===== src/logic/vproc_vrf.sv =====
module vproc_vrf #(
    parameter int VLEN    = 64,
    parameter int NUM_VEC = 32
) (
    input  logic            clk,
    input  logic            rst,
    input  logic [4:0]      rd_addr_a,
    input  logic [4:0]      rd_addr_b,
    output logic [VLEN-1:0] rd_data_a,
    output logic [VLEN-1:0] rd_data_b,
    input  logic            wb_en,
    input  logic [4:0]      wb_addr,
    input  logic [VLEN-1:0] wb_data
);
    logic [VLEN-1:0] regs [NUM_VEC];

    // async reads, no bypass
    // the scoreboard keeps readers out until the write edge has passed
    assign rd_data_a = regs[rd_addr_a];
    assign rd_data_b = regs[rd_addr_b];

    always_ff @(posedge clk or negedge rst) begin
        if (!rst) begin
            for (int i = 0; i < NUM_VEC; i++) begin
                regs[i] <= '0;
            end
        end else if (wb_en) begin
            regs[wb_addr] <= wb_data;
        end
    end

endmodule


===== config.mk =====
export PLATFORM = sky130hd
export DESIGN_NAME = vproc_vrf
export DESIGN_NICKNAME = d
export VERILOG_FILES = /design/src/logic/vproc_vrf.sv
export SDC_FILE = /design/constraint.sdc
export NUM_CORES = 2
export LEC_CHECK = 0
export BUFFER_PORTS_ARGS = -buffer_cell sky130_fd_sc_hd__buf_2
export CAP_MARGIN = 40
export CORE_ASPECT_RATIO = 1.1
export CORE_MARGIN = 5
export CORE_UTILIZATION = 50
export CTS_CLUSTER_DIAMETER = 100
export DETAILED_ROUTE_END_ITERATION = 7
export MAX_ROUTING_LAYER = met4
export PLACE_DENSITY = 0.66
export SLEW_MARGIN = 20
export SYNTH_ARGS = -nofsm -noshare
export SYNTH_HDL_FRONTEND = slang
export SYNTH_SLANG_ARGS = --single-unit
export TNS_END_PERCENT = 5

===== constraint.sdc =====
create_clock -name clk -period 3.1 [get_ports clk]
set_input_delay 0.62 -clock clk [delete_from_list [all_inputs] [get_ports clk]]
set_output_delay 0.62 -clock clk [all_outputs]
set_load 0.03 [all_outputs]

==> flow_metrics.tcl <==
set metrics [dict create \
    dp_hpwl_mm 250 \
    avgSynthCellArea_um2 14.1 \
    drc 0 \
    synth_sequential_area_ratio_pct 47.2 \
    fin_skew_ns 0 \
    clockBufferDepth 3 \
    irDropWorstVdd_mv 0.624 \
    intPower_mw 57.4 \
    clock_power_share_pct 33.5 \
    p_switching_mw 23.4 \
    first_pass_grt_wire_length_mm 576 \
    crit_end_category "output pin" \
    pwr-share-seq_pct 44.7 \
    cts.sink_count 2048 \
    postLayoutSetupSlackWorst_ns -0.182 \
    synth-warning-count 0 \
    synth_flop_cell "sky130_fd_sc_hd__dfrtp_1" \
    worstPathArrival_ns 2.66 \
    finish.net_count 8091 \
    edff_count_synth 0 \
    total_design_power_mw 80.9 \
    route.vias.total 76800 \
    path_class "reg -> out" \
    grt_setup_unrepaired "yes" \
    initial_core_utilization_pct 50.2 \
    critPathLaunchType "flop" \
    largest_family_of_logic_cells_by_synthesized_area "multiplexers" \
    maximum_number_of_pins_on_one_net_before_global_route_repair 141 \
    clock_tree_root "sky130_fd_sc_hd__clkbuf_16" \
    critical_path_peak_fanout 3 \
    detail-route-antenna-nets 0 \
    syn-cell-area_um2 109000 \
    switching_share_pct 29.0 \
    design_area_final_um2 128000 \
    std_cell_rows 179 \
    run_status "complete, but fails checks" \
    top_cell_type_by_total_area_after_synthesis "sky130_fd_sc_hd__dfrtp_1" \
    timing.critical_path.slowest_stage_cell "sky130_fd_sc_hd__mux4_2" \
    final.min_clock_period_ns 3.28 \
    combinationalPowerShare_pct 21.8 \
    largest_register "regs" \
    power.leakage_nw 57.2 \
    xor_xnor_share_of_the_synthesized_area_pct 0 \
    synth_fp_nets 7787 \
    netlist_instances 7705 \
    post_drt_wl_per_cell_um 36.1 \
    placement.io_buffers 209 \
    number_of_global_route_vias_before_repair 78600 \
    die_height_um 499 \
    synthesized_area_fraction_occupied_by_and_or_nand_nor_cells_pct 2.74 \
    floorplan.die.width_um 454 \
    post_route_cells_drive_above_1_share_pct 48.9 \
    critical-path-max-stage-delay_ns 0.49 \
    timing_max_transition_violations_final 0 \
    coreArea_um2 216000 \
    boundaryPins 210 \
    period_share_pct 106 \
    synth_seq_cells 2048 \
    post_synth_fa_ha_maj_area_fraction_pct 0 \
    final-hold-violation-count 0 \
    power-per-cell-area_nw_per_um2 633 \
    drt_first_pass_iters 6 \
    synth.top_cells.by_area "sky130_fd_sc_hd__dfrtp_1 (47%), sky130_fd_sc_hd__mux2_2 (21%), sky130_fd_sc_hd__mux4_2 (12%)" \
    fmax_ghz 0.305 \
    synth_largest_type_area_fraction_pct 47.2 \
    slew-limit-headroom_pct 45.5 \
    synthTopCellsByCount "sky130_fd_sc_hd__dfrtp_1 (2048), sky130_fd_sc_hd__mux2_2 (1985), sky130_fd_sc_hd__mux2i_1 (933)" \
    failed_checks "setup timing" \
    overall_global_routing_usage_pct 36.0 \
    fillerInstances 16800 \
    via_per_inst 6.91 \
    post-synth-top-count-cell "sky130_fd_sc_hd__dfrtp_1" \
    clock_latency_ns 0.87 \
    antenna_found_initial 37 \
    synth-async-reset-ratio_pct 100 \
    tritoncts "done" \
    critPathTopFamily "multiplexers" \
    final-setup-viol-count 56 \
    grt.overflow.total 0 \
    critical_path_buffers_and_inverters 1 \
    final_core_utilization_pct 59.1 \
    routability_congestion_estimate_from_global_placement 0.912 \
    layout-area-overhead-vs-synth_pct 17.6 \
    htreeDepth 4 \
    largest_registers "regs x2048" \
    worst_hold_path_type "in -> async" \
    cts_made_buffers 218 \
    clk_transition_reported_paths_ns 0.06 \
    largest_register_ffs 2048 \
    synth_compound_gate_area_share_pct 5.11 \
    die_area_um2 227000 \
    worst_hold_slack_ns 0.290 \
    synth.mux.area_fraction_pct 41.4 \
    maxCapViolCount 0 \
    cp_data_required_time_ns 2.48 \
    postPlaceCellArea_um2 119000 \
    synth.lib_cells_used.distinct 40 \
    dr.first_iter.drc_count 9096 \
    path_cells "mux4_2, a22oi_2, nand4_1, buf_6" \
    worst_margin_pin_slew_ns 0.818 \
    wl_mm 401 \
]
[metal layers]
layer / vias up / wire length (um) / GRT usage, %
li1: 30300 / - / -
met1: 41100 / 154000 / 45.7
met2: 4248 / 186000 / 54.1
met3: 1193 / 33700 / 7.15
met4: 0 / 27200 / 20.8
met5: - / 0 / -
[placed cells by master (no fill, tap or decap), drive strengths merged]
| master | count |
|---|---|
| and3 | 5 |
| a21oi | 78 |
| a22oi | 636 |
| bufinv | 19 |
| or3b | 1 |
| a22o | 23 |
| inv | 6 |
| clkinv | 53 |
| nand3 | 230 |
| nor2b | 26 |
| nand4b | 1 |
| nand4 | 110 |
| nor3b | 8 |
| or2 | 4 |
| or3 | 1 |
| mux2 | 2049 |
| a32oi | 4 |
| nor3 | 4 |
| dlygate4sd3 | 1 |
| clkbuf | 312 |
| mux4 | 558 |
| nand3b | 5 |
| buf | 889 |
| clkinvlp | 10 |
| and3b | 3 |
| diode | 42 |
| dfrtp | 2048 |
| mux2i | 933 |
| nand2b | 1 |
| and2 | 11 |
| nor2 | 34 |
| nand2 | 100 |
| a31oi | 24 |
[cell type report]
cell class | count | area (um2) | share of cell area, %
Sequential cell | 2048 | 51200 | 40.1
Multi-Input combinational cell | 4849 | 54700 | 42.8
Timing Repair Buffer | 891 | 10700 | 8.40
Inverter | 1 | 3.75 | 0.00294
Tap cell | 2896 | 3620 | 2.84
Clock inverter | 87 | 1010 | 0.793
Antenna cell | 42 | 105 | 0.0823
Clock buffer | 311 | 6340 | 4.96
[worst paths after layout]
path                            slack [ns]                      to  cells past startpoint                    from
worst max-delay path                 -0.18           rd_data_a[42]                      4  regs[1322]$_DFFE_PN0P_
worst max register to register        2.18  regs[1083]$_DFFE_PN0P_                      2  regs[1083]$_DFFE_PN0P_
worst min register to register        0.52  regs[1247]$_DFFE_PN0P_                      1  regs[1247]$_DFFE_PN0P_
min in group clk                      0.37  regs[1700]$_DFFE_PN0P_                      2             wb_data[36]
worst min-delay path                  0.29  regs[1661]$_DFFE_PN0P_                      2                     rst
max in group asynchronous             1.58  regs[1437]$_DFFE_PN0P_                      4                     rst
[cells by family after synthesis]
kind of cell	Yosys count
AOI/OAI and AO/OA	765
and+or+nand+nor	544
buffers and inverters	808
muxes	3540
DFF	2048
[power by group through the flow]
stage                     clock network, mW  registers (mW)  logic (mW)
final                                  27.1            36.2        17.6
after global routing                   28.4            36.7        18.7
after CTS                              27.3            35.9        17.4
after detailed placement                  0            36.4        16.9
after global placement                    0            36.0        16.4
after floorplan                           0            34.9        12.2
[repair_timing]
item,in CTS,in global routing
hold endpoints to repair,24,0
pin swaps,121,45
gates cloned,0,0
setup buffers,3,12
hold buffers,1,0
resized for setup,233,73
setup endpoints to repair,108,111
[stage by stage]
stage | worst slack, ns | TNS, ns | std cells
floorplan | 0.148 | 0 | 7705
global placement | -0.255 | -6.96 | 10700
detailed placement | -0.246 | -7.02 | 10700
CTS | -0.204 | -3.93 | 11100
global route | -0.188 | -6.84 | 11100
finish | -0.182 | -2.91 | 11100
[worst reg2reg max path, delay by kind of cell (launching register included)]
family / cells / cell delay (ns)
buffers and inverters: 1 / 0.14
DFF: 1 / 0.41
muxes: 1 / 0.25
Note: power is estimated with default switching activity, not from simulation.
