## config.mk

```make
export PLATFORM = sky130hd
export DESIGN_NAME = vproc_retire
export DESIGN_NICKNAME = d
export VERILOG_FILES = /design/src/logic/vproc_pipe_pkg.sv /design/src/logic/vproc_retire.sv
export SDC_FILE = /design/constraint.sdc
export NUM_CORES = 1
export LEC_CHECK = 0
export ABC_AREA = 1
export BUFFER_PORTS_ARGS = -buffer_cell sky130_fd_sc_hd__buf_4
export CAP_MARGIN = 20
export CORE_AREA = 2 2 132 134
export CTS_CLUSTER_DIAMETER = 30
export DETAILED_ROUTE_END_ITERATION = 10
export DIE_AREA = 0 0 134 136
export HOLD_SLACK_MARGIN = 0.08
export SYNTH_ARGS = -nofsm -noshare
export SYNTH_HDL_FRONTEND = slang
export SYNTH_SLANG_ARGS = --single-unit
export TNS_END_PERCENT = 5
```

## constraint.sdc

```tcl
create_clock -name clk -period 3.5 [get_ports clk]
set_input_delay 0.525 -clock clk [delete_from_list [all_inputs] [get_ports clk]]
set_output_delay 0.525 -clock clk [all_outputs]
set_load 0.02 [all_outputs]
```

## src/logic/vproc_pipe_pkg.sv

```systemverilog
package vproc_pipe_pkg;

    // what an instruction does once past decode
    typedef enum logic [1:0] {
        KIND_NONE  = 2'd0,
        KIND_ALU   = 2'd1,
        KIND_LOAD  = 2'd2,
        KIND_STORE = 2'd3
    } insn_kind_t;

    // lane operation
    typedef enum logic [2:0] {
        ALU_ADD = 3'd0,
        ALU_SUB = 3'd1,
        ALU_AND = 3'd2,
        ALU_OR  = 3'd3,
        ALU_XOR = 3'd4
    } alu_op_t;

endpackage

```

## src/logic/vproc_retire.sv

```systemverilog
module vproc_retire #(
    parameter int VLEN = 64
) (
    input  logic                       clk,
    input  logic                       rst,
    input  vproc_pipe_pkg::insn_kind_t e_kind,
    input  logic [4:0]                 e_vd,
    input  logic [VLEN-1:0]            e_opa,
    input  logic [VLEN-1:0]            lane_res,
    input  logic [VLEN-1:0]            mem_port_in,
    input  logic                       mem_port_valid_in,
    output logic                       wb_en,
    output logic [4:0]                 wb_addr,
    output logic [VLEN-1:0]            wb_data,
    output logic [VLEN-1:0]            mem_port_out,
    output logic [4:0]                 mem_port_addr_out,
    output logic                       mem_port_valid_out
);
    vproc_pipe_pkg::insn_kind_t r_kind;
    logic [4:0]                 r_vd;
    logic [VLEN-1:0]            ld_data;

    // kind and vd delayed one cycle to sit beside the lane results
    always_ff @(posedge clk or negedge rst) begin
        if (!rst) begin
            r_kind             <= vproc_pipe_pkg::KIND_NONE;
            mem_port_valid_out <= 1'b0;
        end else begin
            r_kind             <= e_kind;
            // single cycle store strobe
            mem_port_valid_out <= (e_kind == vproc_pipe_pkg::KIND_STORE);
        end
    end

    always_ff @(posedge clk) begin
        r_vd    <= e_vd;
        // no response, old vd comes back so the write leaves it unchanged
        ld_data <= mem_port_valid_in ? mem_port_in : e_opa;
        if (e_kind == vproc_pipe_pkg::KIND_STORE) begin
            mem_port_out      <= e_opa;
            mem_port_addr_out <= e_vd;
        end
    end

    // every alu op and load retires, which also frees its scoreboard bit
    assign wb_en   = (r_kind == vproc_pipe_pkg::KIND_ALU) ||
                     (r_kind == vproc_pipe_pkg::KIND_LOAD);
    assign wb_addr = r_vd;
    assign wb_data = (r_kind == vproc_pipe_pkg::KIND_LOAD) ? ld_data : lane_res;

endmodule

```

==> metrics.md <==
| Metric | Value |
|---|---|
| DRT Wirelength | `16.17 mm` |
| Least-Margin Pin Slew | `761.7 ps` |
| Layout cells sized above 1 | `41.90%` |
| Max Cap Viol | `0` |
| CP arrival | `2190 ps` |
| Final nets | `1104` |
| Worst hold path class | `in -> reg` |
| Area of the core | `16880 sq um` |
| DRC | `0` |
| Setup TNS | `0 ps` |
| Height of the die | `136 um` |
| Xor/xnor cell area share of the yosys netlist | `0%` |
| I/O pin count | `342` |
| Crit. End Element | `output pin` |
| Final GP Congestion | `0.7812` |
| Hold_ws | `213.5 ps` |
| Initial antenna violation count | `0` |
| Power Internal | `3388 uW` |
| H-tree levels | `4` |
| CP max FO | `44` |
| Vias in the first global route | `4508` |
| Max stage delay on crit path | `530 ps` |
| Synth Cell Area | `5249 sq um` |
| Fillcell total | `1602` |
| Rows | `48` |
| Fin crit share | `77.46%` |
| CTS Buf Count | `17` |
| Slowest-stage cell, CP | `inv_2` |
| Num Clock Sinks | `141` |
| Clock transition at path regs | `60 ps` |
| Dominant cell type by area after synthesis | `edfxtp_1` |
| Clock group share of total power | `41.9%` |
| Pre-antenna DRT Iters | `4` |
| Final Hold Viols | `0` |
| Syn_area_per_cell | `9.390 sq um` |
| RSZ-0062 raised after global routing | `false` |
| Die Wd | `134 um` |
| Routed Antenna Nets | `0` |
| Largest cells by area after synthesis | `edfxtp_1, nand2_1, dfxtp_1, clkbuf_8, dfrtp_1` |
| Worst hold path startpoint | `e_vd[2]` |
| Mux share of post-synthesis cell area | `0%` |
| Initial DRC count | `252` |
| First-pass GRT wire length | `23.83 mm` |
| Largest net degree at the start of global routing | `65` |
| PwrDens | `526.9 nW/um^2` |
| Register area | `3528 sq um` |
| Synth Area in Compound Gates | `0%` |
| Sequential area share after synthesis | `67.22%` |
| Post-synth EDFFs | `69` |
| Post-synth top area share | `39.48%` |
| # setup viols final | `0` |
| Total GRT Usage | `17.17%` |
| Drt via density | `4.169` |
| Total inserted antenna cells | `0` |
| Flops & latches, synth | `141` |
| Wire per inst | `14.20 um` |
| Post-CTS Resized | `0` |
| Post-Synth Adder-Cell Area | `0.2384%` |
| Hold path cells | `1` |
| Post-place setup slack | `1205 ps` |
| Synth cell types | `10` |
| Maximum vdd drop | `302.7 uV` |
| TritonCTS clock tree | `built` |
| Most used DFF post-synth | `edfxtp_1` |
| Initial core utilization | `31.10%` |
| Root buffer cell | `clkbuf_16` |
| LEAKAGE | `0.004401 uW` |
| Fmax | `368.8 MHz` |
| Crit start category | `flip-flop` |
| Setup ws final | `788.8 ps` |
| Synth cell count leaders | `nand2_1, dfxtp_1, edfxtp_1` |
| WHS Endpoint | `wb_addr[2]$_DFF_P_` |
| Post-Synthesis Cells | `559` |
| Register share of total power | `42.0%` |
| Area of the die | `18220 sq um` |
| Comb pwr share | `16.1%` |
| Final max-slew violation count | `0` |
| Combinational family with the most area after synthesis | `simple AND/OR/NAND/NOR gates` |
| Synth-to-layout area growth | `62.72%` |
| Via Count | `4748` |
| Sw frac | `24.71%` |
| Port buffer count | `341` |
| Status | `finished clean` |
| Headroom to the max-slew limit | `49.22%` |
| Cell with the most instances after synthesis | `nand2_1` |
| Net Count, Synth | `762` |
| DP HPWL | `11.87 mm` |
| Fin crit period | `2711 ps` |
| CP Class | `reg -> out` |
| Required time worst endpoint | `2970 ps` |
| Ys async rst share | `2.128%` |
| Max clock buf depth | `2` |
| Ys Warns | `0` |
| Multi-input gate area | `1460 sq um` |
| P_sw | `1112 uW` |
| Crit-path cells | `ha_2, inv_2, buf_4, nand2_1, nand2_1, buf_4` |
| Global route overflow | `0` |
| Synth Area in Simple Gates | `27.53%` |
-- cells in the final DEF, fill, tap and decap left out --
cell	n
edfxtp_1	69
dfrtp_1	3
inv_6	3
buf_4	348
inv_2	3
dfxtp_1	69
bufinv_16	3
clkinv_4	1
clkbuf_16	18
ha_2	1
inv_1	3
clkbuf_1	1
clkinvlp_4	3
clkinv_2	2
nand2_1	385
clkbuf_8	1
dlygate4sd3_1	1
-- through the flow --
step | power, uW | std cells | cell area, sq um | util, %
6_report | 4500 | 1139 | 8541 | 50.61
5_1_grt | 4670 | 1139 | 8541 | 50.61
4_1_cts | 4546 | 1139 | 8541 | 50.61
3_5_place_dp | 2655 | 1106 | 7905 | 46.84
3_3_place_gp | 2648 | 1106 | 7905 | 46.84
2_1_floorplan | 2250 | 559 | 5249 | -
-- flip-flops by register name (all words and copies together), names as in the netlist --
| name | flops |
|---|---|
| ld_data | 64 |
| mem_port_out | 64 |
| mem_port_addr_out | 5 |
| wb_addr | 5 |
| r_kind | 2 |
| mem_port_valid_out | 1 |
-- layer usage --
layer	share of wire, %	vias to the layer above	track usage, %	wire length [um]
met4	1.6	0	6.442	265
met3	9.7	18	6.749	1576
met5	0	-	0	0
met2	51	210	30.54	8205
met1	38	2101	18.43	6123
li1	-	2419	-	-
-- logic make-up after synthesis --
| logic type | Yosys count |
|---|---|
| adders and majority gates | 1 |
| and+or+nand+nor | 385 |
| DFF | 141 |
| buffers and inverters | 32 |
-- power groups by stage --
stage	registers (uW)	logic [uW]	clock network, uW
finish	1890	724	1890
global route	1900	785	1990
CTS	1890	732	1920
detailed placement	1920	730	0
global placement	1920	726	0
floorplan	2000	254	0
-- worst max-delay path, delay by kind of cell (launching register included) --
| family | cells | cell delay [ps] |
|---|---|---|
| buffers and inverters | 3 | 1050 |
| adder cells (fa/ha/maj) | 1 | 180 |
| flip-flops | 1 | 370 |
| AND/OR/NAND/NOR | 2 | 170 |
-- how the worst max path moves through the flow --
stage | to | cells after the start | start | slack, ps
2_1_floorplan | mem_port_addr_out[0]$_DFFE_PN_ | 2 | e_kind[0] | 1150
3_3_place_gp | wb_data[61] | 7 | r_kind[0]$_DFF_PN0_ | 1220
3_5_place_dp | wb_data[48] | 6 | r_kind[1]$_DFF_PN0_ | 1200
4_1_cts | wb_data[48] | 6 | r_kind[1]$_DFF_PN0_ | 740
5_1_grt | wb_data[48] | 7 | r_kind[0]$_DFF_PN0_ | 560
6_report | wb_data[48] | 6 | r_kind[1]$_DFF_PN0_ | 790
-- layout make-up --
type	instances	share of cell area [%]
tap	225	3.296
sequential	141	41.31
clock buffer	20	5.479
clock inverter	12	1.846
timing repair buffer	349	30.71
inverter	6	0.2637
multi-input combinational	386	17.10
-- repair_timing --
| item | CTS | global route |
|---|---|---|
| buffers inserted | 0 | 0 |
| setup endpoints to repair | 0 | 0 |
| hold buffers | 1 | 0 |
| hold endpoints to repair | 3 | 0 |
Note: power is estimated with default switching activity, not from simulation.
