[src/logic/vproc_isa_pkg.sv]
package vproc_isa_pkg;

    // major opcodes, insn[6:0]
    localparam logic [6:0] OPC_LOAD  = 7'h07;
    localparam logic [6:0] OPC_STORE = 7'h27;
    localparam logic [6:0] OPC_OP    = 7'h57;

    // minor types carried in funct3 of the op major
    localparam logic [2:0] OPIVV = 3'd0;
    localparam logic [2:0] OPIVI = 3'd3;
    localparam logic [2:0] OPCFG = 3'd7;

    // integer funct6 codes
    localparam logic [5:0] F6_ADD = 6'b000000;
    localparam logic [5:0] F6_SUB = 6'b000010;
    localparam logic [5:0] F6_AND = 6'b001001;
    localparam logic [5:0] F6_OR  = 6'b001010;
    localparam logic [5:0] F6_XOR = 6'b001011;

    // element width, the vsew code of vtype
    typedef enum logic [1:0] {
        SEW_8  = 2'd0,
        SEW_16 = 2'd1,
        SEW_32 = 2'd2
    } sew_t;

    // low bit of each field in the instruction word
    localparam int VD_LSB     = 7;
    localparam int FUNCT3_LSB = 12;
    localparam int VS1_LSB    = 15;
    localparam int VS2_LSB    = 20;
    localparam int FUNCT6_LSB = 26;
    localparam int VTYPE_LSB  = 20;
    // vsew sits at vtype[5:3]
    localparam int VSEW_OFS   = 3;

endpackage

[src/logic/vproc_pipe_pkg.sv]
package vproc_pipe_pkg;

    // what an instruction does once past decode
    typedef enum logic [1:0] {
        KIND_NONE  = 2'd0,
        KIND_ALU   = 2'd1,
        KIND_LOAD  = 2'd2,
        KIND_STORE = 2'd3
    } insn_kind_t;

    // lane operation
    typedef enum logic [2:0] {
        ALU_ADD = 3'd0,
        ALU_SUB = 3'd1,
        ALU_AND = 3'd2,
        ALU_OR  = 3'd3,
        ALU_XOR = 3'd4
    } alu_op_t;

endpackage

[src/logic/vproc_alu_lane.sv]
module vproc_alu_lane #(
    parameter int LANE_WIDTH = 32
) (
    input  logic                    clk,
    input  logic                    rst,
    input  vproc_pipe_pkg::alu_op_t alu_op,
    input  vproc_isa_pkg::sew_t     sew,
    input  logic [LANE_WIDTH-1:0]   opa,
    input  logic [LANE_WIDTH-1:0]   opb,
    output logic [LANE_WIDTH-1:0]   res
);
    localparam int NB = LANE_WIDTH / 8;

    logic                  is_sub;
    logic [LANE_WIDTH-1:0] arith;
    logic [LANE_WIDTH-1:0] next_res;

    assign is_sub = (alu_op == vproc_pipe_pkg::ALU_SUB);

    // byte wide ripple, chain broken at every element head
    // sub is vs2 + ~opa + 1, the +1 entering at the head
    always_comb begin : byte_chain
        logic       carry;
        logic       head;
        logic [8:0] byte_sum;
        carry = 1'b0;
        for (int b = 0; b < NB; b++) begin
            case (sew)
                vproc_isa_pkg::SEW_8:  head = 1'b1;
                vproc_isa_pkg::SEW_16: head = (b % 2) == 0;
                default:               head = (b % 4) == 0;
            endcase
            byte_sum = {1'b0, opb[8*b +: 8]} +
                       {1'b0, opa[8*b +: 8] ^ {8{is_sub}}} +
                       {8'd0, head ? is_sub : carry};
            arith[8*b +: 8] = byte_sum[7:0];
            carry = byte_sum[8];
        end
    end

    always_comb begin
        case (alu_op)
            vproc_pipe_pkg::ALU_AND: next_res = opa & opb;
            vproc_pipe_pkg::ALU_OR:  next_res = opa | opb;
            vproc_pipe_pkg::ALU_XOR: next_res = opa ^ opb;
            default:                 next_res = arith;
        endcase
    end

    always_ff @(posedge clk or negedge rst) begin
        if (!rst) begin
            res <= '0;
        end else begin
            res <= next_res;
        end
    end

endmodule

[config.mk]
export PLATFORM = sky130hd
export DESIGN_NAME = vproc_alu_lane
export DESIGN_NICKNAME = d
export VERILOG_FILES = /design/src/logic/vproc_isa_pkg.sv /design/src/logic/vproc_pipe_pkg.sv /design/src/logic/vproc_alu_lane.sv
export SDC_FILE = /design/constraint.sdc
export NUM_CORES = 1
export LEC_CHECK = 0
export BUFFER_PORTS_ARGS = -buffer_cell sky130_fd_sc_hd__buf_2
export CORE_UTILIZATION = 50
export CTS_CLUSTER_SIZE = 30
export DETAILED_ROUTE_END_ITERATION = 7
export PLACE_DENSITY = 0.75
export SYNTH_ARGS = -nofsm -noshare
export SYNTH_HDL_FRONTEND = slang
export SYNTH_SLANG_ARGS = --single-unit
[constraint.sdc]
create_clock -name clk -period 0.8 [get_ports clk]
set_input_delay 0.12 -clock clk [delete_from_list [all_inputs] [get_ports clk]]
set_output_delay 0.12 -clock clk [all_outputs]
set_load 0.005 [all_outputs]
==> impl_results.md, run 1 <==
* Status: finished with violations
* Failing checks: negative setup slack
* Max Slew Vio Count at 0
* Largest register FFs at 32
* Global placer's final weighted congestion at around 0.93
* Crit end category: flip-flop
* Max Cap Viol at 0
* Share of cells above drive strength 1 at 46.8%
* Count leader, synth: ha_1
* Total Routing Usage GR at a little over two fifths
* Synth async-reset ratio at 100%
* Via count at 5306
* Num CTS Buffers at 5
* Synthesized area per cell at 8.26 um2
* Num rows at 33
* Pin count of the biggest net entering global routing at 45
* P&R area growth vs syn at 63.7%
* Initial Utilization at 51.5%
* Arr. time, crit path at about 6.3 ns
* Clock Sinks at 32
* Top cells by area, synth: ha_1 27%, dfrtp_1 19%, xnor2_1 7.7%
* # port buffers at between 100 and 150
* Slowest stage delay, CP at around 0.57 ns
* Worst-Margin Slew at approximately 0.4 ns
* Top cells by count, synth: 91 x ha_1, 72 x inv_1, 52 x a21oi_1, 50 x nor2_1, 37 x xnor2_1
* Worst-path clk slew at 0.08 ns
* Fin crit share at 761%
* Layout Nets at between 900 and 1000
* Post-route minimum period at 6.09 ns
* DIE WIDTH at 93.7 um
* Top flop regs: res (32)
* Setup crit start: opa[0]
* Setup WS pre-CTS at -5.71 ns
* Syn nets at about 680
* Post-synth EDFFs at 0
* Worst VDD drop at about 0.0011 V
* CTS tree: yes
* Biggest register: res
* First-pass iteration count of the detailed router at 5
* Die Ht at between 90 and 100 um
* Vias per Instance at about 6.0
* Initial antenna violation count at 0
* Netlist cell types at between 40 and 50
* Htree depth at 2
* First-pass GRT wire length at approximately 28000 um
* GR Overflow Total at 0
* Worst Slack Setup Final at -5.29 ns
* Slowest stage cell, crit path: or4b_4
* DPL Wire Length at slightly above 10000 um
* Yosys top cell by area: ha_1
* Critical path peak fanout at 2
* Routed WL at 18300 um
* Total die area at roughly 9000 um2
* Register area share after synthesis at between 10% and 20%
* Crit path launch type: input port
* Critical path required time at around 1 ns
* Remaining routing DRC violations at 0
* DRT antenna net count at 0
* Total Power at around 9.0 mW
* Vias in the first global route at 5581
* Relative slew slack at 72.9%
* Power per cell area at ~1300 nW/um2
* Clock Tree Root: clkbuf_8
* DRT iter0 DRCs at 323
* Final TNS setup at -96.75 ns
* Io pins at 103
* Worst path most repeated cell: fa_2
* Wire length per cell at 20.6 um
* Maximum clock frequency at about 0.16 GHz
* Register bit total from synthesis at 32
* Hold Vio Cnt, Final at 0
* Lkg Pwr at roughly 3.5 nW
* Synth Cell Area at around 4200 um2
* Ant diodes at 0
* Setup Crit Path Kind: input port to flip-flop
* Worst hold path type: input port to asynchronous set/reset pin
* Syn Inst Count at between 500 and 600
* Hold Slack at 0.313 ns
* CTS Buffer Depth at 2
* Primary FF master, synth: dfrtp_1
* Core box area at approximately 8200 um2
* Post-synth top area share at 27.1%
* Setup Viol. Count Final at 64
* Synth warnings at 0
* RSZ-0062 raised after global routing: true
==> where the power goes <==
| part | internal [mW] | switching [mW] |
|---|---|---|
| clock | 0.705 | 0.750 |
| combinational | 2.78 | 2.73 |
| sequential | 1.97 | 0.105 |
| total | 5.45 | 3.59 |
==> cell usage in the layout, fill, tap and decap left out, types with 4 or more instances in the layout <==
cell and instances:
a211oi_1 7, a21oi_1 32, a21oi_2 17, buf_12 6, buf_2 100, buf_4 162, buf_6 17, clkbuf_8 6
dfrtp_1 32, fa_2 7, ha_1 88, inv_1 72, nand2_1 14, nand2b_1 6, nor2_1 48, nor3_1 6
o21a_1 7, o21ai_0 9, o21ai_1 10, o221a_2 4, o22ai_1 21, or3_1 4, xnor2_1 28, xnor2_4 6
xor2_1 5
==> cell type report <==
type | instances | area (um2)
repair buffers | 288 | 2070
inverters | 72 | 270
flip-flops and latches | 32 | 801
fillers | 479 | 1290
multi-input cells | 385 | 3520
well taps | 105 | 131
clock buffers | 8 | 90.1
==> logic make-up after synthesis <==
| group | Yosys count | share of synthesized area, % |
|---|---|---|
| DFF | 32 | 19.0 |
| muxes | 3 | 0.714 |
| adders and majority gates | 98 | 30.4 |
| and+or+nand+nor | 104 | 11.9 |
| buffers and inverters | 92 | 8.42 |
| AOI/OAI and AO/OA | 135 | 20.2 |
| xor gates and xnor gates | 45 | 9.37 |
==> repair_timing <==
action | 4_1_cts | 5_1_grt
hold buffers | 1 | 0
resized for setup | 67 | 44
cloned | 0 | 0
pin swaps | 30 | 37
setup endpoints to repair | 64 | 64
buffers inserted | 71 | 18
hold endpoints to repair | 32 | 0
==> worst max-delay path, delay by kind of cell <==
kind	cells	cell delay, ns
buf+inv	1	0.10
fa+ha+maj	7	2.55
simple gates	8	1.43
compound gates	14	2.10
==> through the flow <==
step / cell area [um2] / utilization [%] / std cells
3_3_place_gp: 6070 / 74.2 / 854
3_5_place_dp: 6070 / 74.2 / 854
2_1_floorplan: 4340 / - / 509
6_report: 6890 / 84.2 / 890
5_1_grt: 6890 / 84.2 / 890
4_1_cts: 6960 / 85.1 / 926
==> layer usage <==
metal	share of wire (%)	vias to the layer above	track usage (%)
met5	0	-	0
met4	6.1	0	29.5
met3	8.6	117	10.0
met2	49	401	70.6
met1	37	2493	48.1
li1	-	2295	-
==> final timing paths <==
| check | slack [ns] | to |
|---|---|---|
| worst max-delay path | -5.29 | res[30] |
| worst min-delay path | 0.31 | res[1] |
| max in group asynchronous | 0.28 | res[20] |
| min in group clk | 0.32 | res[22] |
(Power assumes the default switching activity.)
==> inputs of run 2 (changes only) <==
CORE_UTILIZATION = 40   (was 50)
PLACE_DENSITY = unset   (was 0.75)
SLEW_MARGIN = 10   (was unset)
==> run 2 against run 1 <==
  * Largest cell class unchanged
  * Routed wire length shrank 30%
  * First-iteration DRC count decreased by 61%
  * Via count fell by 15%
  * Sequential share of layout area increased by 0.70 points
  * Power is 11% lower
  * Maximum frequency grew 2.4%
  * Combinational power decreased by 17%
  * Die area rose by 24%
  * The flow still finishes with violations (negative setup slack)
  * Sequential cell count stayed put
  * Global-route usage shrank 19 points
  * Cell count is 1.1% higher
==> impl_results.md, run 2 (synthesized netlist as in run 1, its figures left out) <==
* Die Ht at roughly 100 um
* Int Power at ~5.1 mW
* CTS Buffer Depth at 2
* Setup crit start: alu_op[1]
* DPL Wire Length at between 9000 and 10000 um
* Total Routing Usage GR at ~24%
* Slowest stage delay, CP at 0.57 ns
* Post-route design area at 6500 um2
* Clock Tree Root: clkbuf_8
* Setup Viol. Count Final at between 60 and 70
* Ant diodes at 0
* Cell Area, Placed at a little over 6000 um2
* Worst Slack Setup Final at -5.15 ns
* Arr. time, crit path at 6.16 ns
* Sw Share at between 30 and 40%
* Worst-Margin Slew at 0.389 ns
* Layout Cells excl Fill at 900
* Max Cap Viol at 0
* Fraction of power consumed by sequential logic at ~26%
* DIE WIDTH at about 100 um
* First-pass GRT wire length at roughly 21000 um
* # port buffers at slightly above 100
* Maximum clock frequency at 0.168 GHz
* Fin crit share at 743%
* GR Overflow Total at 0
* RSZ-0062 raised after global routing: true
* Logic pwr share at around 56%
* Share of cells above drive strength 1 at between 40% and 50%
* Biggest register: res
* Status: finished with violations
* Initial Utilization at between 40% and 50%
* Layout Nets at 933
* Core box area at around 10000 um2
* Htree depth at 2
* Slowest stage cell, crit path: or4b_4
* Initial antenna violation count at 0
* Num CTS Buffers at 5
* DRT antenna net count at 0
* Power per cell area at between 1000 and 1500 nW/um2
* Critical path peak fanout at 4
* Clk network pwr share at 18.0%
* Crit end category: flip-flop
* Failing checks: negative setup slack
* Worst hold path type: input port to flip-flop
* P&R area growth vs syn at 54.4%
* Relative slew slack at around 74%
* Largest register FFs at 32
* Top flop regs: res (32)
* CTS tree: yes
* DRT iter0 DRCs at 127
* Via count at ~4500
* Routed WL at around 13000 um
* Remaining routing DRC violations at 0
* Setup WS pre-CTS at -5.55 ns
* Critical path required time at 1.01 ns
* Hold Slack at roughly 0.26 ns
* Worst-path clk slew at roughly 0.070 ns
* Vias per Instance at approximately 5.0
* Lkg Pwr at ~3.4 nW
* Most frequent cells in the layout: 159 x buf_4, 100 x buf_2, 89 x ha_1
* Vias in the first global route at around 4500
* Io pins at between 100 and 150
* Global placer's final weighted congestion at roughly 0.91
* Setup Crit Path Kind: input port to flip-flop
* Wire length per cell at about 14 um
* Num rows at 37
* Clock Sinks at 32
* First-pass iteration count of the detailed router at 4
* Crit path launch type: input port
* Total die area at 10900 um2
* Psw at between 2 and 3 mW
* Commonest non-fill, non-tap cell in the layout: buf_4
* Pin count of the biggest net entering global routing at slightly above 50
* Total Power at 8.08 mW
* Hold_sp: opb[23]
* Post-route minimum period at about 6 ns
* Max Slew Vio Count at 0
* Worst VDD drop at approximately 0.00058 V
* Worst path most repeated cell: fa_2
* Placed cells at 879
* Hold Vio Cnt, Final at 0
run 2: changes by cell type in the layout (fill, tap and decap cells not counted), sizes merged:
cell,previous run,this run
buf,287,267
clkbuf,8,7
run 2: power groups by stage:
| stage | Clock, mW | Sequential [mW] | Combinational [mW] |
|---|---|---|---|
| finish | 1.46 | 2.07 | 4.55 |
| global route | 1.55 | 2.10 | 5.02 |
| CTS | 1.50 | 2.07 | 4.30 |
| detailed placement | 0 | 2.10 | 4.06 |
| global placement | 0 | 2.10 | 3.96 |
| floorplan | 0 | 2.15 | 2.07 |
run 2: worst paths after layout:
check / end / slack (ns) / depth (start not counted)
setup / recovery: res[30] / -5.15 / 30
hold / removal: res[23] / 0.26 / 5
max in group asynchronous: res[5] / 0.30 / 3
min in group asynchronous: res[18] / 0.32 / 3
run 2: cell type report:
cell class              count  area [um2]
multi-input cells         385        3340
well taps                 136         170
repair buffers            268        1820
flip-flops and latches     32         801
clock buffers               7        96.3
fillers                   901        3780
inverters                  72         270
run 2: critical path: cells and delay by family:
kind	cells	cell delay, ns
AND/OR/NAND/NOR	8	1.33
adder cells (fa/ha/maj)	7	2.59
buffers and inverters	1	0.10
AO/OA/AOI/OAI	14	2.02
run 2: metal layers:
layer | up-vias | wire length, um | GRT usage (%)
met4 | 0 | 282 | 7.24
li1 | 2246 | - | -
met5 | - | 0 | 0
met1 | 2135 | 5690 | 30.1
met2 | 88 | 6430 | 42.8
met3 | 27 | 418 | 2.93
run 2: timing repair:
| action | in CTS | in global routing |
|---|---|---|
| buffers inserted | 7 | 6 |
| hold buffers | 1 | 0 |
| cloned | 0 | 0 |
| endpoints found under the setup margin | 63 | 63 |
| endpoints found under the hold margin | 32 | 0 |
| pin swaps | 16 | 18 |
| gates resized for setup | 28 | 23 |
run 2: through the flow:
stage | util [%] | setup TNS, ns
after CTS | 61.6 | -87.11
after floorplan | - | -88.24
after global routing | 63.2 | -97.01
final | 63.2 | -90.90
after detailed placement | 59.1 | -97.77
after global placement | 59.1 | -95.88
