`src/logic/vproc_isa_pkg.sv`:
```
package vproc_isa_pkg;

    // major opcodes, insn[6:0]
    localparam logic [6:0] OPC_LOAD  = 7'h07;
    localparam logic [6:0] OPC_STORE = 7'h27;
    localparam logic [6:0] OPC_OP    = 7'h57;

    // minor types carried in funct3 of the op major
    localparam logic [2:0] OPIVV = 3'd0;
    localparam logic [2:0] OPIVI = 3'd3;
    localparam logic [2:0] OPCFG = 3'd7;

    // integer funct6 codes
    localparam logic [5:0] F6_ADD = 6'b000000;
    localparam logic [5:0] F6_SUB = 6'b000010;
    localparam logic [5:0] F6_AND = 6'b001001;
    localparam logic [5:0] F6_OR  = 6'b001010;
    localparam logic [5:0] F6_XOR = 6'b001011;

    // element width, the vsew code of vtype
    typedef enum logic [1:0] {
        SEW_8  = 2'd0,
        SEW_16 = 2'd1,
        SEW_32 = 2'd2
    } sew_t;

    // low bit of each field in the instruction word
    localparam int VD_LSB     = 7;
    localparam int FUNCT3_LSB = 12;
    localparam int VS1_LSB    = 15;
    localparam int VS2_LSB    = 20;
    localparam int FUNCT6_LSB = 26;
    localparam int VTYPE_LSB  = 20;
    // vsew sits at vtype[5:3]
    localparam int VSEW_OFS   = 3;

endpackage

```
`src/logic/vproc_pipe_pkg.sv`:
```
package vproc_pipe_pkg;

    // what an instruction does once past decode
    typedef enum logic [1:0] {
        KIND_NONE  = 2'd0,
        KIND_ALU   = 2'd1,
        KIND_LOAD  = 2'd2,
        KIND_STORE = 2'd3
    } insn_kind_t;

    // lane operation
    typedef enum logic [2:0] {
        ALU_ADD = 3'd0,
        ALU_SUB = 3'd1,
        ALU_AND = 3'd2,
        ALU_OR  = 3'd3,
        ALU_XOR = 3'd4
    } alu_op_t;

endpackage

```
`src/logic/vproc_operand.sv`:
```
module vproc_operand #(
    parameter int VLEN = 64
) (
    input  logic                       clk,
    input  logic                       rst,
    input  vproc_pipe_pkg::insn_kind_t d_kind,
    input  vproc_pipe_pkg::alu_op_t    d_alu_op,
    input  logic                       d_imm_mode,
    input  vproc_isa_pkg::sew_t        d_sew,
    input  logic [4:0]                 d_vs1,
    input  logic [4:0]                 d_vs2,
    input  logic [4:0]                 d_vd,
    input  logic [4:0]                 d_imm,
    output logic [4:0]                 rd_addr_a,
    output logic [4:0]                 rd_addr_b,
    input  logic [VLEN-1:0]            rd_data_a,
    input  logic [VLEN-1:0]            rd_data_b,
    output vproc_pipe_pkg::insn_kind_t e_kind,
    output logic [4:0]                 e_vd,
    output vproc_pipe_pkg::alu_op_t    e_alu_op,
    output vproc_isa_pkg::sew_t        e_sew,
    output logic [VLEN-1:0]            e_opa,
    output logic [VLEN-1:0]            e_opb,
    output logic                       mem_port_ready_out
);
    logic            d_mem;
    logic [VLEN-1:0] imm_rep;

    // port a reads vd for memory ops
    // store data, or the old contents kept if a load gets no response
    assign d_mem     = (d_kind == vproc_pipe_pkg::KIND_LOAD) ||
                       (d_kind == vproc_pipe_pkg::KIND_STORE);
    assign rd_addr_a = d_mem ? d_vd : d_vs1;
    assign rd_addr_b = d_vs2;

    // simm5 sign extended per element then copied over the vector
    always_comb begin
        case (d_sew)
            vproc_isa_pkg::SEW_8:  imm_rep = {(VLEN/8){{3{d_imm[4]}}, d_imm}};
            vproc_isa_pkg::SEW_16: imm_rep = {(VLEN/16){{11{d_imm[4]}}, d_imm}};
            default:               imm_rep = {(VLEN/32){{27{d_imm[4]}}, d_imm}};
        endcase
    end

    always_ff @(posedge clk or negedge rst) begin
        if (!rst) begin
            e_kind             <= vproc_pipe_pkg::KIND_NONE;
            mem_port_ready_out <= 1'b0;
        end else begin
            e_kind             <= d_kind;
            // ready for the whole E cycle of a load
            mem_port_ready_out <= (d_kind == vproc_pipe_pkg::KIND_LOAD);
        end
    end

    always_ff @(posedge clk) begin
        // a store has no dest, its slot carries the rs1 address
        e_vd     <= (d_kind == vproc_pipe_pkg::KIND_STORE) ? d_vs1 : d_vd;
        e_alu_op <= d_alu_op;
        e_sew    <= d_sew;
        e_opa    <= d_imm_mode ? imm_rep : rd_data_a;
        e_opb    <= rd_data_b;
    end

endmodule

```
`config.mk`:
```
export PLATFORM = sky130hd
export DESIGN_NAME = vproc_operand
export DESIGN_NICKNAME = d
export VERILOG_FILES = /design/src/logic/vproc_isa_pkg.sv /design/src/logic/vproc_pipe_pkg.sv /design/src/logic/vproc_operand.sv
export SDC_FILE = /design/constraint.sdc
export NUM_CORES = 1
export LEC_CHECK = 0
export BUFFER_PORTS_ARGS = -buffer_cell sky130_fd_sc_hd__buf_4
export CAP_MARGIN = 10
export CORE_MARGIN = 10
export CORE_UTILIZATION = 38
export DETAILED_ROUTE_END_ITERATION = 6
export PLACE_DENSITY = 0.79
export SLEW_MARGIN = 25
export SYNTH_ARGS = -nofsm -noshare
export SYNTH_HDL_FRONTEND = slang
export SYNTH_SLANG_ARGS = --single-unit
```
`constraint.sdc`:
```
create_clock -name clk -period 1.1 [get_ports clk]
set_clock_uncertainty 0.15 [all_clocks]
set_input_delay 0.22 -clock clk [delete_from_list [all_inputs] [get_ports clk]]
set_output_delay 0.22 -clock clk [all_outputs]
set_load 0.03 [all_outputs]
```
==> metrics.txt, run 1 <==
gpl congestion roughly 0.81; Initial Util 0.388; Worst setup EP type flip-flop; Total GRT Usage 0.326; largest net degree at the start of global routing 45; Die ar. about 0.014 mm²; CTS tree built; period utilisation layout 1.50; Fillers between 150 and 200; Root Driver clkbuf_8; Max Fclk 605 MHz; Min-Delay Startpoint d_sew[0]; non-filler cells, final approximately 950; placement row count 36; first-pass GRT wire length roughly 35000 µm; Slowest cell on crit path dlygate4sd3_1; Die X around 120 µm; post-route setup slack -0.552 ns; Yosys warning count 0; I/O Buffers just under 300; I/O pins roughly 310; routed via count around 5700; Starting DRT DRC Count ~800; critical path capture point e_opa[40]; crit path max fanout 4; failing checks hold timing, setup timing; final setup vio count between 150 and 200; CP Launch Type input pin; Leak approximately 0.0044 µW; CP max stage delay approximately 0.63 ns; clock buffer depth 2; Critical Path, Cell by Cell buf_4 > dlygate4sd3_1 > or3b_4 > a31oi_1; most frequent cells in the layout buf_4, dlygate4sd3_1, buf_6; worst slew pin tran ~0.57 ns; Post-Syn Instances 316; htree depth 4; antenna violations before repair 5; Final Max Tran Viols 0; Syn Nets between 400 and 500; slew margin rel. 0.618; Final min period 1.65 ns; P&R area growth vs syn 146%; largest vdd supply drop around 1700 µV; DRC viols 0; PwrDens 1720 mW/mm²; Die H 119 µm; Clock Sinks 141; dpl hpwl 11900 µm; Max Cap Viol 0; status complete, but fails checks; commonest non-fill, non-tap cell in the layout buf_4; Hold Path Class input pin to flip-flop; Critical Path AT ~1.9 ns; layout cells sized above 1 0.633; vias in the first global route 5266; Synth cell types 18; critical path class input pin to flip-flop; Core Area just under 0.01 mm²; RSZ-0062 raised after global routing true; mapped cell area ~0.0038 mm²; Final Hold Viols 6; Routed wire per std cell 38.2 µm; Via-to-Cell Ratio 5.97; DR pass1 iterations 5; cell count after placement roughly 740; gr ovfl total 0; worst path required time between 1 and 1.5 ns; # nets final approximately 940; hold slack -0.0125 ns; final wirelength 36200 µm; register area share after synthesis 0.755; Setup crit start d_sew[0]; Synth Register Bits between 100 and 150; ANT nets after route 0; CTS buffer count 17; Worst-path clk slew 0.07 ns; syn_area_per_cell 11.9 µm²
## timing repair
item,in CTS,in global routing
hold buffers,153,1
gates cloned,0,2
gates resized for setup,292,16
endpoints found under the hold margin,144,13
setup endpoints to repair,146,205
pin swaps,0,1
setup buffers,1,0
## worst min-delay path by stage
stage	endpoint	cells after the start
after global routing	e_opa[41]	3
after CTS	e_opa[27]	3
after detailed placement	e_kind[0]	1
final	e_opa[25]	3
after global placement	e_kind[1]	1
after floorplan	e_kind[0]	0
## sequential cells by signal, summed over array words and instances, names as in the netlist
register,flops
e_opa,64
e_opb,64
e_vd,5
e_alu_op,3
e_kind,2
e_sew,2
mem_port_ready_out,1
## area by class of cell
| cell class | count | area, µm² | area share |
|---|---|---|---|
| diodes | 18 | 45.0 | 0.00486 |
| multi-input cells | 115 | 729 | 0.0788 |
| flip-flops and latches | 141 | 3010 | 0.325 |
| well taps | 133 | 166 | 0.0180 |
| repair buffers | 468 | 4530 | 0.489 |
| inverters | 40 | 150 | 0.0162 |
| clock buffers | 20 | 435 | 0.0470 |
| clock inverters | 12 | 193 | 0.0208 |
## worst max-delay path, delay by kind of cell
kind	cells	cell delay [ns]
buffers and inverters	2	0.77
AND/OR/NAND/NOR	1	0.48
AO/OA/AOI/OAI	1	0.43
## cell families after synthesis
| logic type | count (synthesis) | share of synthesized area |
|---|---|---|
| flip-flops | 141 | 0.755 |
| AO/OA/AOI/OAI | 66 | 0.0959 |
| buffers and inverters | 60 | 0.0689 |
| AND/OR/NAND/NOR | 39 | 0.0503 |
| multiplexers | 10 | 0.0300 |
## report_power, final
part / switching [µW] / total, µW / leakage (µW) / internal [µW]
sequential: 308 / 5850 / 0.00120 / 5540
clock: 2720 / 6690 / 0.000301 / 3970
combinational: 1810 / 3390 / 0.00285 / 1570
## stage by stage
step / setup slack (ns) / utilization / TNS (ns) / cell area, µm² / total power, µW
finish: -0.552 / 0.956 / -45.94 / 9260 / 15900
CTS: -0.350 / 0.941 / -39.99 / 9110 / 14700
floorplan: -0.0546 / - / -0.340 / 3770 / 6700
global placement: -0.127 / 0.639 / -1.72 / 6190 / 7800
detailed placement: -0.136 / 0.639 / -2.42 / 6190 / 7850
global route: -0.806 / 0.955 / -47.58 / 9250 / 16000
## cell usage after synthesis
cell type,instances,area share
nand2_1,6,0.0060
dfrtp_1,3,0.020
nor2_1,24,0.024
o21ai_2,1,0.0023
nor2b_1,1,0.0017
buf_4,5,0.010
mux2_2,10,0.030
inv_1,40,0.040
a21boi_2,1,0.0030
buf_6,1,0.0030
a21oi_1,8,0.011
o21ai_0,40,0.053
dfxtp_1,138,0.74
or3b_4,4,0.012
clkbuf_1,8,0.0080
buf_2,6,0.0080
nand2b_1,4,0.0067
a31oi_1,16,0.027
## per-layer routing
layer | share of wire | wire (µm) | track usage
met4 | 0.14 | 5040 | 0.181
met5 | 0.00052 | 19 | 0
met2 | 0.44 | 16000 | 0.585
met3 | 0.13 | 4650 | 0.132
met1 | 0.29 | 10500 | 0.311
(Power assumes the default switching activity.)
==> inputs of run 2 (changes only) <==
--- a/config.mk
+++ b/config.mk
@@ -5,13 +5,16 @@
 export SDC_FILE = /design/constraint.sdc
 export NUM_CORES = 1
 export LEC_CHECK = 0
+export ABC_AREA = 1
 export BUFFER_PORTS_ARGS = -buffer_cell sky130_fd_sc_hd__buf_4
 export CAP_MARGIN = 10
-export CORE_MARGIN = 10
-export CORE_UTILIZATION = 38
+export CORE_AREA = 10 10 113 115
 export DETAILED_ROUTE_END_ITERATION = 6
-export PLACE_DENSITY = 0.79
+export DIE_AREA = 0 0 123 125
+export GPL_TIMING_DRIVEN = 0
+export PLACE_DENSITY = 0.74
 export SLEW_MARGIN = 25
 export SYNTH_ARGS = -nofsm -noshare
 export SYNTH_HDL_FRONTEND = slang
 export SYNTH_SLANG_ARGS = --single-unit
+export TNS_END_PERCENT = 100
==> metrics.txt, run 2 <==
PwrDens 1560 mW/mm² (was 1720 mW/mm²); sequential share of power 0.404 (was 0.367); CP Launch Type flip-flop (was input pin); FF+latch area 0.00301 mm² (unchanged); Min-Delay Startpoint d_sew[1] (was d_sew[0]); Starting DRT DRC Count 258 (was 796); Largest regs e_opa (64), e_opb (64), e_vd (5) (unchanged); Fillers 473 (was 190); slew margin rel. 0.733 (was 0.618); gpl congestion 0.880 (was 0.814); mapped cell area 0.00369 mm² (was 0.00376 mm²); Synth cell types 13 (was 18); Die H 125 µm (was 119 µm); Switching Fraction 0.298 (was 0.304); ys async rst share 0.0213 (unchanged); Die X 123 µm (was 119 µm); vias in the first global route 5322 (was 5266); combinational fraction of design power 0.216 (was 0.213); Synth Register Bits 141 (unchanged); Routed wire per std cell 23.4 µm (was 38.2 µm); clock buffer depth 2 (unchanged); Yosys warning count 0 (unchanged); period utilisation layout 1.31 (was 1.50); Hold Path Class input pin to flip-flop (unchanged); Worst-path clk slew 0.07 ns (about the same); post-route setup slack -0.339 ns (was -0.552 ns); Post-Syn Instances 339 (was 316); Worst setup EP type output port (was flip-flop); Initial Util 0.348 (was 0.388); main area contributors after synthesis dfxtp_1, nand2_1, nand3_1 (was dfxtp_1, o21ai_0, inv_1); ANT nets after route 0 (unchanged); Top FF cell, synth dfxtp_1 (unchanged); placement row count 38 (was 36); worst slew pin tran 0.400 ns (was 0.569 ns); CP max stage delay 0.41 ns (was 0.63 ns); Via-to-Cell Ratio 4.69 (was 5.97); largest vdd supply drop 1210 µV (was 1700 µV); final setup vio count 157 (was 169); Final Max Tran Viols 0 (unchanged); syn_area_per_cell 10.9 µm² (was 11.9 µm²); RSZ-0062 raised after global routing true (unchanged); NetSw 4240 µW (was 4840 µW); CTS buffer count 17 (unchanged); Critical Path AT 1.07 ns (was 1.89 ns); I/O Buffers 302 (was 298); Power Internal 10000 µW (was 11100 µW); Leak 0.00448 µW (was 0.00436 µW); Clk pwr share 0.380 (was 0.420); P&R area growth vs syn 148% (was 146%); worst path required time 0.73 ns (was 1.34 ns); Slowest cell on crit path dfrtp_1 (was dlygate4sd3_1); most frequent cells after synthesis dfxtp_1, nand2_1, nand3_1, inv_1, o21ai_0 (was dfxtp_1, inv_1, o21ai_0, nor2_1, a31oi_1); Final Core Density 0.863 (was 0.956); critical path class flip-flop to output port (was input pin to flip-flop); gr ovfl total 0 (unchanged); failing checks setup timing (was hold timing, setup timing); Root Driver clkbuf_8 (unchanged); Final Hold Viols 0 (was 6); Critical Path, Cell by Cell buf_6 (was buf_4 > dlygate4sd3_1 > or3b_4 > a31oi_1); first-pass GRT wire length 32800 µm (was 35000 µm); register area share after synthesis 0.769 (was 0.755); Core Area 0.0106 mm² (was 0.00968 mm²); # nets final 982 (was 941); Synth area leader dfxtp_1 (unchanged); Max Cap Viol 0 (unchanged); Hold Path End e_opa[43] (was e_opa[25]); most common cell in the netlist dfxtp_1 (unchanged); Buffers & Inverters on Critical Path 1 (was 2); multi-input combinational cell area 754 µm² (was 729 µm²); Post-synth EDFFs 0 (unchanged); dpl hpwl 12100 µm (was 11900 µm); I/O pins 309 (unchanged); largest net degree at the start of global routing 17 (was 45); Clock Sinks 141 (unchanged); CTS tree built (unchanged); status complete, but fails checks (unchanged); most frequent cells in the layout buf_4, dlygate4sd3_1, buf_6 (unchanged); routed via count 4611 (was 5653); Max Fclk 695 MHz (was 605 MHz); final wirelength 23000 µm (was 36200 µm); Final min period 1.44 ns (was 1.65 ns); antenna violations before repair 6 (was 5); crit path max fanout 1 (was 4); DRC viols 0 (unchanged); Hold Path Depth 4 (was 3); commonest non-fill, non-tap cell in the layout buf_4 (unchanged); post-synth top area share 0.748 (was 0.735); layout cells sized above 1 0.619 (was 0.633); setup total negative slack -36.75 ns (was -45.94 ns); Syn Nets 497 (was 474); DR pass1 iterations 7 (was 5); htree depth 4 (unchanged); Total GRT Usage 0.286 (was 0.326); crit-path leading delay family flip-flops (was buffers and inverters); Die ar. 0.0154 mm² (was 0.0143 mm²)
-- run 2: cell count changes after synthesis, sizes merged, moves of 10 or more --
cell / previous run / this run
a31oi: 16 / 0
nand2: 6 / 130
mux2: 10 / 0
nor2: 24 / 2
nand3: 0 / 25
inv: 40 / 14
o21ai: 41 / 10
-- run 2: how the worst max path moves through the flow --
stage                             from            endpoint  cells after the start
global placement             d_kind[1]        rd_addr_a[0]                      4
detailed placement           d_kind[1]        rd_addr_a[2]                      4
finish              mem_port_ready_out  mem_port_ready_out                      1
global route        mem_port_ready_out  mem_port_ready_out                      1
CTS                 mem_port_ready_out  mem_port_ready_out                      1
floorplan                    d_kind[1]        rd_addr_a[0]                      2
-- run 2: stage by stage --
step | setup slack [ns] | power (µW) | hold WS (ns) | std cells | area [µm²]
2_1_floorplan | -0.113 | 6710 | -0.226 | 339 | 3690
3_3_place_gp | -0.104 | 7830 | -0.142 | 781 | 6140
3_5_place_dp | -0.125 | 7870 | -0.140 | 781 | 6140
4_1_cts | -0.310 | 13900 | 0.0185 | 971 | 9020
5_1_grt | -0.368 | 14700 | 0.00607 | 983 | 9150
6_report | -0.339 | 14200 | 0.00708 | 983 | 9150
-- run 2: final cells by class --
class                   count  share of cell area
clock inverters            14              0.0140
well taps                 140              0.0191
repair buffers            466               0.487
plain buffers              17              0.0135
diodes                      6             0.00164
inverters                  14             0.00602
clock buffers              18              0.0468
flip-flops and latches    141               0.329
multi-input cells         167              0.0825
-- run 2: layer usage --
metal	vias up	track usage	wire (µm)
met5	-	0	0
met4	0	0.173	1430
met3	96	0.106	1910
met2	311	0.521	12200
met1	2187	0.260	7550
li1	2017	-	-
-- run 2: power by group through the flow --
| stage | sequential, µW | clock (µW) | combinational (µW) |
|---|---|---|---|
| global route | 5770 | 5680 | 3200 |
| global placement | 5660 | 0 | 2160 |
| CTS | 5700 | 5330 | 2910 |
| detailed placement | 5680 | 0 | 2190 |
| finish | 5750 | 5410 | 3080 |
| floorplan | 6390 | 0 | 315 |
-- run 2: cell families (layout without fill, tap and decap cells) --
kind of cell / count (synthesis) / after routing / synth area share
buffers and inverters: 31 / 529 / 0.0454
AO/OA/AOI/OAI: 10 / 10 / 0.0136
flip-flops: 141 / 141 / 0.769
AND/OR/NAND/NOR: 157 / 157 / 0.172
other: 0 / 6 / 0
-- run 2: repair_timing --
item,CTS,global route
cloned,1,0
setup endpoints to repair,146,187
resized for setup,293,24
hold buffers,157,3
setup buffers,0,5
pin swaps,4,1
hold endpoints to repair,144,12
-- run 2: worst min-delay path, cell delays in order --
cell	delay [ns]
buf_4	0.10
nor2_1	0.10
nand2_2	0.13
nand3_1	0.07
